[src/drums.hex]
// one signed 8-bit sample per line, two hex digits
// drums in order left, bass, middle, cymbal, eight samples each
// left drum
7F
A2
58
C4
30
E2
12
F6
// bass
5C
7F
44
E0
B3
D6
14
04
// middle drum
70
90
48
BC
26
DA
0E
FA
// cymbal
3A
C8
66
9E
52
B0
2C
E8

[src/hdl/keyboardPkg.sv]
package keyboardPkg;

	// ----------------------------------------
	// PS/2 set 2 scan codes
	// ----------------------------------------
	localparam int scanWidth = 8;	// one scan byte

	// key up is sent as F0 then the make code
	localparam logic [scanWidth-1:0] breakPrefix = 8'hF0;

	// make codes for the drum keys
	localparam logic [scanWidth-1:0] codeKeyF = 8'h2B;	// left drum
	localparam logic [scanWidth-1:0] codeKeyG = 8'h34;	// bass
	localparam logic [scanWidth-1:0] codeKeyH = 8'h33;	// middle drum
	localparam logic [scanWidth-1:0] codeKeyJ = 8'h3B;	// cymbal

	// ----------------------------------------
	// held key flags
	// ----------------------------------------
	// f sits in the msb, j in the lsb
	typedef struct packed {
		logic f;	// left drum held
		logic g;	// bass held
		logic h;	// middle drum held
		logic j;	// cymbal held
	} drumKeys_t;

endpackage

[src/hdl/audioPkg.sv]
package audioPkg;

	// ----------------------------------------
	// sample and audio word widths
	// ----------------------------------------
	localparam int sampleWidth = 8;		// signed rom sample
	localparam int audioWidth = 32;		// signed codec word
	localparam int gainShift = 20;		// sample * 2^20 into the audio word

	// ----------------------------------------
	// playback timing and rom layout
	// ----------------------------------------
	localparam int sampleDivide = 4;	// clocks per sample step
	localparam int drumLength = 8;		// samples per drum
	localparam int drumCount = 4;
	localparam int drumAddrWidth = 4;	// wide enough to hold drumLength, the done value
	localparam int romAddrWidth = 5;	// drumCount * drumLength words

	typedef logic signed [sampleWidth-1:0] sample_t;
	typedef logic signed [audioWidth-1:0] audio_t;

	// drum number is also the rom block index
	typedef enum logic [1:0] {
		leftDrum = 2'd0,
		bassDrum = 2'd1,
		middleDrum = 2'd2,
		cymbal = 2'd3
	} drumSel_t;

	typedef struct packed {
		drumSel_t drum;					// drum currently selected
		logic [romAddrWidth-1:0] romAddr;	// word to read next
		logic playing;					// held drum still has samples left
	} voice_t;

endpackage

[src/hdl/scanDecoder.sv]
`timescale 1ns/1ps

// turns the ps/2 byte stream into held flags for the four drum keys
module scanDecoder
	import keyboardPkg::*;
(
	input logic CLOCK_50,
	input logic recievedNewData,	// async reset, active high
	input logic [scanWidth-1:0] scanByte,
	input logic scanStrobe,		// scanByte valid this cycle
	output drumKeys_t keys
);

	logic breakPending;	// last byte was F0
	logic keyLevel;		// value written into a matching key flag

	// a make code sets the flag, a code after F0 clears it
	assign keyLevel = ~breakPending;

	// ----------------------------------------
	// byte handling
	// ----------------------------------------
	always_ff @(posedge CLOCK_50 or posedge recievedNewData) begin
		if (recievedNewData) begin
			breakPending <= 1'b0;
			keys <= '0;	// nothing held
		end
		else if (scanStrobe) begin
			if (scanByte == breakPrefix) begin
				breakPending <= 1'b1;	// key state waits for the next byte
			end
			else begin
				breakPending <= 1'b0;	// any other byte consumes the prefix
				case (scanByte)
					codeKeyF: keys.f <= keyLevel;
					codeKeyG: keys.g <= keyLevel;
					codeKeyH: keys.h <= keyLevel;
					codeKeyJ: keys.j <= keyLevel;
					default: ;	// not a drum key, flags untouched
				endcase
			end
		end
	end

	// ----------------------------------------
	// checks
	// ----------------------------------------
	// the prefix alone must never move a key flag, only the byte after it
	prefixHoldsKeys: assert property (
		@(posedge CLOCK_50) disable iff (recievedNewData)
		(scanStrobe && scanByte == breakPrefix) |=> $stable(keys)
	) else $error("key state changed on a break prefix byte");

endmodule

[src/hdl/drumVoice.sv]
`timescale 1ns/1ps

// picks the drum to play and steps through its samples at the sample rate
module drumVoice
	import keyboardPkg::*, audioPkg::*;
(
	input logic CLOCK_50,
	input logic recievedNewData,	// async reset, active high
	input drumKeys_t keys,
	output voice_t voice
);

	logic [$clog2(sampleDivide)-1:0] divCount;		// sample rate divider
	logic [drumAddrWidth-1:0] drumAddr [drumCount];	// one position per drum
	logic [drumAddrWidth-1:0] selAddr;				// position of the chosen drum
	drumSel_t sel;
	logic anyKey;
	logic lastCount;	// divider at its final count
	logic selDone;		// chosen drum ran out of samples

	// ----------------------------------------
	// fixed priority F, G, H, J
	// ----------------------------------------
	always_comb begin
		if (keys.f) sel = leftDrum;
		else if (keys.g) sel = bassDrum;
		else if (keys.h) sel = middleDrum;
		else sel = cymbal;	// also the idle value, gated by anyKey
	end

	assign anyKey = |keys;
	assign selAddr = drumAddr[sel];
	assign selDone = (selAddr == drumLength);
	assign lastCount = (divCount == $bits(divCount)'(sampleDivide - 1));

	// ----------------------------------------
	// divider and address counters
	// ----------------------------------------
	always_ff @(posedge CLOCK_50 or posedge recievedNewData) begin
		if (recievedNewData) begin
			divCount <= '0;
			for (int i = 0; i < drumCount; i++) begin
				drumAddr[i] <= '0;
			end
		end
		else if (!anyKey) begin
			// all keys up, every drum starts over on the next press
			divCount <= '0;
			for (int i = 0; i < drumCount; i++) begin
				drumAddr[i] <= '0;
			end
		end
		else begin
			divCount <= lastCount ? '0 : divCount + 1'b1;
			if (lastCount && !selDone) begin
				drumAddr[sel] <= selAddr + 1'b1;	// only the chosen drum moves
			end
		end
	end

	// ----------------------------------------
	// registered voice
	// ----------------------------------------
	always_ff @(posedge CLOCK_50 or posedge recievedNewData) begin
		if (recievedNewData) begin
			voice <= '0;
		end
		else begin
			voice.drum <= sel;
			// drum blocks sit back to back in the rom
			voice.romAddr <= romAddrWidth'(sel * drumLength + selAddr);
			voice.playing <= anyKey && !selDone;	// finished drum stays silent
		end
	end

	// no counter may run past the done value
	for (genvar d = 0; d < drumCount; d++) begin : addrCheck
		addrInRange: assert property (
			@(posedge CLOCK_50) disable iff (recievedNewData)
			drumAddr[d] <= drumLength
		) else $error("drum %0d address past end of sample", d);
	end

endmodule

[src/hdl/drumSampleRom.sv]
`timescale 1ns/1ps

// all four drum samples in one block, drum 0 at the bottom
module drumSampleRom
	import audioPkg::*;
(
	input logic CLOCK_50,
	input logic [romAddrWidth-1:0] romAddr,
	output sample_t sample
);

	sample_t romData [drumCount*drumLength];

	// ----------------------------------------
	// contents
	// ----------------------------------------
	initial begin
		$readmemh("/design/src/drums.hex", romData);	// eight words per drum
	end

	// one cycle read, maps to block ram
	always_ff @(posedge CLOCK_50) begin
		sample <= romData[romAddr];
	end

endmodule

[src/hdl/audioMixer.sv]
`timescale 1ns/1ps

// scales the rom sample into the codec word, silent when nothing plays
module audioMixer
	import audioPkg::*;
(
	input logic CLOCK_50,
	input logic recievedNewData,	// async reset, active high
	input logic playing,
	input sample_t sample,
	output audio_t audioOut
);

	logic playingD;	// playing lined up with the rom output

	// ----------------------------------------
	// gate and scale
	// ----------------------------------------
	always_ff @(posedge CLOCK_50 or posedge recievedNewData) begin
		if (recievedNewData) begin
			playingD <= 1'b0;
			audioOut <= '0;
		end
		else begin
			playingD <= playing;	// rom adds one cycle
			if (playingD) begin
				audioOut <= audio_t'(sample) <<< gainShift;	// sign extend, then * 2^20
			end
			else begin
				audioOut <= '0;
			end
		end
	end

	// low bits never carry sample data
	gainAligned: assert property (
		@(posedge CLOCK_50) disable iff (recievedNewData)
		audioOut[gainShift-1:0] == '0
	) else $error("audio word not a multiple of the gain");

endmodule

[src/hdl/drumMachineTop.sv]
`timescale 1ns/1ps

// keyboard drum machine, scan bytes in, audio word out
module drumMachineTop
	import keyboardPkg::*, audioPkg::*;
(
	input logic CLOCK_50,
	input logic recievedNewData,	// async reset, active high
	input logic [scanWidth-1:0] scanByte,
	input logic scanStrobe,
	output audio_t audioOut,
	output logic drumBusy
);

	drumKeys_t keys;	// held drum keys
	voice_t voice;		// chosen drum and rom position
	sample_t sample;	// rom read data

	// ----------------------------------------
	// input side
	// ----------------------------------------
	scanDecoder scanDecoder_i (
		.CLOCK_50(CLOCK_50),
		.recievedNewData(recievedNewData),
		.scanByte(scanByte),
		.scanStrobe(scanStrobe),
		.keys(keys)
	);

	drumVoice drumVoice_i (
		.CLOCK_50(CLOCK_50),
		.recievedNewData(recievedNewData),
		.keys(keys),
		.voice(voice)
	);

	// ----------------------------------------
	// sample path
	// ----------------------------------------
	drumSampleRom drumSampleRom_i (
		.CLOCK_50(CLOCK_50),
		.romAddr(voice.romAddr),
		.sample(sample)
	);

	audioMixer audioMixer_i (
		.CLOCK_50(CLOCK_50),
		.recievedNewData(recievedNewData),
		.playing(voice.playing),
		.sample(sample),
		.audioOut(audioOut)
	);

	assign drumBusy = voice.playing;	// already registered in drumVoice

endmodule

[config.mk]
export PLATFORM = sky130hd
export DESIGN_NAME = drumMachineTop
export DESIGN_NICKNAME = d
export VERILOG_FILES = /design/src/hdl/keyboardPkg.sv /design/src/hdl/audioPkg.sv /design/src/hdl/scanDecoder.sv /design/src/hdl/drumVoice.sv /design/src/hdl/drumSampleRom.sv /design/src/hdl/audioMixer.sv /design/src/hdl/drumMachineTop.sv
export SDC_FILE = /design/constraint.sdc
export NUM_CORES = 1
export LEC_CHECK = 0
export BUFFER_PORTS_ARGS = -buffer_cell sky130_fd_sc_hd__buf_2
export CORE_MARGIN = 10
export CORE_UTILIZATION = 30
export DETAILED_ROUTE_END_ITERATION = 8
export PLACE_DENSITY = 0.62
export SYNTH_ARGS = -nofsm -noshare
export SYNTH_HDL_FRONTEND = slang
export SYNTH_SLANG_ARGS = --single-unit
[constraint.sdc]
create_clock -name CLOCK_50 -period 2.73 [get_ports CLOCK_50]
set_input_delay 0.1365 -clock CLOCK_50 [delete_from_list [all_inputs] [get_ports CLOCK_50]]
set_output_delay 0.1365 -clock CLOCK_50 [all_outputs]
set_load 0.01 [all_outputs]
* After elaboration in Yosys (flattened, before gate mapping)
Index checks and enable logic that the tools add are counted.
Cells by class: reductions and logical operators 9, bitwise logic cells 3, muxes and demuxes 15, eq/ne operators 8, magnitude comparators 2, add/sub/neg operators 2
Operators by type and width (number):
- == test 8 x 6 -> 1 bit (second input constant) | 4
- 2-to-1 mux 16 bit | 2
- 2-to-1 mux 32 bit | 1
- bitwise mux 16 bit | 1
- 2-to-1 mux 4 bit | 3
- AND reduction 3 bit | 4
- binary-select mux 4 bit (select 2 bit) | 1
- demux 4 bit (select 2 bit) | 1
- == test 8 bit (second input constant) | 1
- 2-to-1 mux 2 bit | 4
- adder 4 x 1 -> 4 bit (second input constant) | 1
- == test 4 bit (second input constant) | 1
- OR reduction 4 bit | 1
- greater-or-equal comparator 3 bit (second input constant) | 1
- logical AND 1 bit | 3
- < comparator 3 x 1 -> 1 bit (second input constant) | 1
- NOT 2 -> 3 bit | 1
- adder 2 x 1 -> 2 bit (second input constant) | 1
- == test 2 bit (second input constant) | 1
- 2-to-1 mux 1 bit | 2
- != test 2 bit (second input constant) | 1
- NOT 1 bit | 2
- logical NOT 1 bit | 1
Word-level totals: output and inout bits 33, bits in registers 65, input bits 11, word-level logic and storage cells 53

* Longest topological paths before layout
word-level depth 12, gate-level depth with buffers 10, mapped depth without buffers 8

* Hierarchy
Synthesis repeated with hierarchy kept, for this count alone.
Second synthesis, totals: cell total of the unflattened synthesis 185, area, all modules 2105.8 µm²
By module, submodules not included:
- drumVoice | area each 1261.2 µm², cells each 109, seq. area each 650.6 µm², times used 1
- audioMixer | area each 462.9 µm², cells each 43, seq. area each 225.2 µm², times used 1
- scanDecoder | area each 317.8 µm², cells each 24, seq. area each 125.1 µm², times used 1
- drumSampleRom | area each 63.8 µm², cells each 9, seq. area each 0.0 µm², times used 1

* Least setup slack after synthesis
Ideal clock, no wire load.
path kind flip-flop to flip-flop, from register scanDecoder_i.keys[1] (netlist name), to register drumVoice_i.drumAddr[8] (netlist name), cell stages (with the launch flop) 11, path buffers 2, required time 2.574 ns, library setup time 0.156 ns, slack 0.244 ns, data arrival time 2.330 ns, cells stage by stage dfrtp_1 -> buf_6 -> mux2i_1 -> a222oi_1 -> inv_1 -> ha_1 -> o2111ai_1 -> o21ai_2 -> or3_1 -> buf_2 -> mux2i_1
On the way: word-level cells in the longest chain between the ends 11, elaborated cells on any way between the ends 21, classes of those cells 1 x add/sub; 2 x order compare; 2 x eq/ne; 11 x mux; 1 x bitwise; 4 x reduce/logical
RTL lines:
- 2-to-1 mux 1 bit | RTL line drumVoice.sv:27 | else if (keys.h) sel = middleDrum;
- 2-to-1 mux 2 bit | RTL line drumVoice.sv:26 | else if (keys.g) sel = bassDrum;
- 2-to-1 mux 2 bit | RTL line drumVoice.sv:25 | if (keys.f) sel = leftDrum;
- NOT 2 -> 3 bit (not written as such) | RTL line drumVoice.sv:32, drumVoice.sv:56
- binary-select mux 4 bit (select 2 bit) (tied with other cells) | RTL line drumVoice.sv:32 | assign selAddr = drumAddr[sel];
- 2-to-1 mux 4 bit (not written as such) or logical AND 1 bit (tied branches) | RTL line drumVoice.sv:32, drumVoice.sv:56
- 2-to-1 mux 4 bit (on tied branches) | RTL line drumVoice.sv:32, drumVoice.sv:56
- adder 4 x 1 -> 4 bit (tied with other cells) | RTL line drumVoice.sv:56 | drumAddr[sel] <= selAddr + 1'b1;
- bitwise mux 16 bit or logical NOT 1 bit (tied branches) | RTL line drumVoice.sv:56, drumVoice.sv:55
- 2-to-1 mux 16 bit or logical AND 1 bit (tied branches) | RTL line drumVoice.sv:55 | if (lastCount && !selDone) begin
- 2-to-1 mux 16 bit or != test 2 bit (tied branches)
- to (signal, indexed assignment) | RTL line drumVoice.sv:56
- to (decl) | RTL line drumVoice.sv:14 | logic [drumAddrWidth-1:0] drumAddr [drumCount];
Several ways; a longest one is shown, not always the timed one. The select of a mux whose other input is x is not followed. A chain may end at the register's enable or synchronous reset.

* Worst setup path in the final report
from register scanDecoder_i.keys[1] (netlist name), to register drumVoice_i.drumAddr[10] (netlist name)
On the way: word-level cells in the longest chain between the ends 11, elaborated cells on any way between the ends 21, classes of those cells 1 x add/sub; 2 x order compare; 2 x eq/ne; 11 x mux; 1 x bitwise; 4 x reduce/logical
RTL lines (RTL line):
- 2-to-1 mux 1 bit | drumVoice.sv:27
- 2-to-1 mux 2 bit | drumVoice.sv:26
- 2-to-1 mux 2 bit | drumVoice.sv:25
- NOT 2 -> 3 bit (not written as such) | drumVoice.sv:32, drumVoice.sv:56
- binary-select mux 4 bit (select 2 bit) (tied with other cells) | drumVoice.sv:32
- 2-to-1 mux 4 bit (not written as such) or logical AND 1 bit (tied branches) | drumVoice.sv:32, drumVoice.sv:56
- 2-to-1 mux 4 bit (on tied branches) | drumVoice.sv:32, drumVoice.sv:56
- adder 4 x 1 -> 4 bit (tied with other cells) | drumVoice.sv:56
- bitwise mux 16 bit or logical NOT 1 bit (tied branches) | drumVoice.sv:56, drumVoice.sv:55
- 2-to-1 mux 16 bit or logical AND 1 bit (tied branches) | drumVoice.sv:55
- 2-to-1 mux 16 bit or != test 2 bit (tied branches)
Several ways; a longest one is shown, not always the timed one. The select of a mux whose other input is x is not followed.

==> run summary <==
Status - finished, final reports clean
Most used cell, CP - mux2i_1
Critical path launch point type - flop
Sequential area share after synthesis - 0.3922
IO Count - 44
Family with the most delay on the worst path - compound AO/OA/AOI/OAI gates
Post-Route WL - 3080 um
Initial antenna violation count - 0
Root buffer cell - clkbuf_8
Worst hold path type - in -> async
Final setup fails - 0
Internal power - 0.0005238 W
Starting Density - 0.3159
Avg WL per Cell - 12.73 um
Endpoint class of the critical path - flop
Fin. Hold Viols - 0
Vias/cell - 4.471
Synthesized area per cell - 9.282 um^2
Fin Setup TNS - 0 ns
Power per Cell Area - 484.3 nW/um^2
Resized cells post-CTS - 0
Slowest cell on crit path - dfrtp_1
Critical path buffer and inverter count - 1
Clk pwr share - 0.273
Distinct cells, synth - 37
DR vias - 1082
Grt ovf - 0
Max-capacitance violation count - 0
GP Congestion - 0.8349
IO buf count - 11
Setup bufs post-CTS - 0
DR DRC count - 0
Number of global-route vias before repair - 1125
Total track usage - 0.07313
Combinational share of power - 0.214
Clock Sinks - 24
Final count of pins violating max slew - 0
First-pass GRT wire length - 5244 um
Reg power frac - 0.513
Lkg Pwr - 0.7175 nW
Largest net degree at the start of global routing - 25
Row cnt - 25
Crit path cell chain - mux2i_1 -> a222oi_1 -> inv_1 -> ha_1 -> o2111ai_1 -> o21ai_2 -> or3_1 -> mux2i_1
# hold bufs at CTS - 0
Layout area overhead - 2.206%
Slew @ Worst Pin - 0.8864 ns
Flops & latches, synth - 24
Dominant cells by area after synthesis - dfrtp_1 (39%), buf_4 (16%), mux2i_1 (5.2%)
DRT Pass-1 Iters - 4
Net Sw Frac - 0.3089
Fin util - 0.3228
Post-synth EDFFs - 0
RSZ-0062 raised after global routing - false
Deepest clock path buffer count - 2
Maximum vdd drop - 0.2061 mV
Ant. Diodes - 0
CP arrival - 2.60 ns
Fillers - 511
Synth Instances - 165
Final Critical Period - 2.464 ns
Most used DFF post-synth - dfrtp_1
Synth top cells by count - buf_4 (33), dfrtp_1 (24), inv_1 (12), nand2_1 (12), nand3_1 (12)
Crit-path max cell delay - 0.53 ns
WP data required - 2.87 ns
Num CTS Buffers - 3
CTS clock-pin slew for the worst setup and hold paths - 0.08 ns
Biggest area consumer among synthesized cells - dfrtp_1
Die Y - 91.45 um
H-tree depth - 1
Critical setup path kind - reg -> reg
Top-count cell post-synth - buf_4
Core ar. - 4848 um^2
FFs w/ async S/R, synth - 1.000
Synth top area share - 0.3922
HPWL after DPL - 2481 um
Full die area - 8363 um^2
Fin nets - 190
CP max FO - 10
Max Fclk - 405.8 MHz
CTS tree - yes
Die Width - 91.45 um
Net Switching - 0.0002342 W
Share of layout cells above drive strength 1 - 0.1543
DR iter-0 viols - 116
Final period util - 0.9027
Clk_skew - 0.001741 ns
Syn. warnings - 0
Cell area after synthesis - 1531 um^2
Worst skew pair latency - 0.27 ns
Max_slew headroom - 0.4084
ANT nets after route - 0
[kinds of logic after synthesis]
family,Yosys count,share of synthesized area
xor gates and xnor gates,2,0.01144
other,1,0.002449
buffers and inverters,49,0.2116
adders and majority gates,2,0.01634
AOI/OAI and AO/OA,27,0.1226
muxes,11,0.07435
DFF,24,0.3922
and+or+nand+nor,49,0.1691
[worst paths after layout]
path,depth (start not counted),endpoint,slack [ns],from
max,8,drumVoice_i.drumAddr[10]$_DFFE_PP0P_,0.27,scanDecoder_i.keys[1]$_DFFE_PP0P_
min,2,scanDecoder_i.keys[2]$_DFFE_PP0P_,0.04,recievedNewData
max reg2reg,8,drumVoice_i.drumAddr[10]$_DFFE_PP0P_,0.27,scanDecoder_i.keys[1]$_DFFE_PP0P_
min reg2reg,1,drumVoice_i.divCount[0]$_DFF_PP0_,0.44,drumVoice_i.divCount[0]$_DFF_PP0_
max in group asynchronous,2,scanDecoder_i.keys[3]$_DFFE_PP0P_,2.09,recievedNewData
min in group CLOCK_50,2,scanDecoder_i.breakPending$_DFFE_PP0P_,0.07,scanStrobe
[cells in the final DEF, fill, tap and decap left out, drive strengths merged, types with 2 or more instances in the layout]
master / n
mux2: 3
dfrtp: 24
or3: 2
o21ai: 11
nor3: 2
buf: 13
nand3: 12
a31oi: 3
or2: 2
nor4: 2
and2: 2
a222oi: 3
clkbuf: 3
conb: 32
mux2i: 8
nand2: 12
o2111ai: 2
ha: 2
o31ai: 3
inv: 12
o211ai: 3
nor2: 7
nand3b: 2
[through the flow]
step           hold WS (ns)  setup WS [ns]  instances  cell area (um^2)  total power (W)
2_1_floorplan        0.1511         0.2440        196              1648        0.0005494
3_3_place_gp         0.3471         0.2943        239              1523        0.0005539
3_5_place_dp         0.3522         0.2104        239              1523        0.0005551
4_1_cts             0.06070         0.1969        242              1564        0.0007629
5_1_grt             0.09716        0.06051        242              1565        0.0008067
6_report            0.04470         0.2656        242              1565        0.0007580
[power by group through the flow]
stage / clock [W] / combinational, W / sequential, W
6_report: 0.000207 / 0.000162 / 0.000389
5_1_grt: 0.000230 / 0.000184 / 0.000393
4_1_cts: 0.000214 / 0.000160 / 0.000388
3_5_place_dp: 0 / 0.000159 / 0.000396
3_3_place_gp: 0 / 0.000159 / 0.000395
2_1_floorplan: 0 / 0.000162 / 0.000388
[layer usage]
| layer | GRT usage | wire, um |
|---|---|---|
| met1 | 0.09000 | 1436 |
| met2 | 0.1226 | 1490 |
| met3 | 0.01646 | 117 |
| met4 | 0.02350 | 35 |
| met5 | 0 | 0 |
[state kept, by name (all words and copies together), names as in the netlist]
name / count
drumVoice_i.divCount: 2
drumVoice_i.voice: 1
scanDecoder_i.keys: 4
scanDecoder_i.breakPending: 1
drumVoice_i.drumAddr: 16
[layout make-up]
class / instances / area, um^2 / area share
Tap cell: 67 / 83.83 / 0.05356
Sequential cell: 24 / 601.8 / 0.3845
Timing Repair Buffer: 13 / 70.07 / 0.04476
Inverter: 12 / 45.04 / 0.02878
Clock buffer: 3 / 41.29 / 0.02638
Multi-Input combinational cell: 123 / 723.2 / 0.4620
[worst reg2reg max path, cell delays in order, from the launching register on]
cell and delay [ns]:
dfrtp_1 0.53, mux2i_1 0.14, a222oi_1 0.44, inv_1 0.10, ha_1 0.21, o2111ai_1 0.16, o21ai_2 0.19, or3_1 0.43
mux2i_1 0.15
No activity file was read; power rests on OpenSTA's default activity.
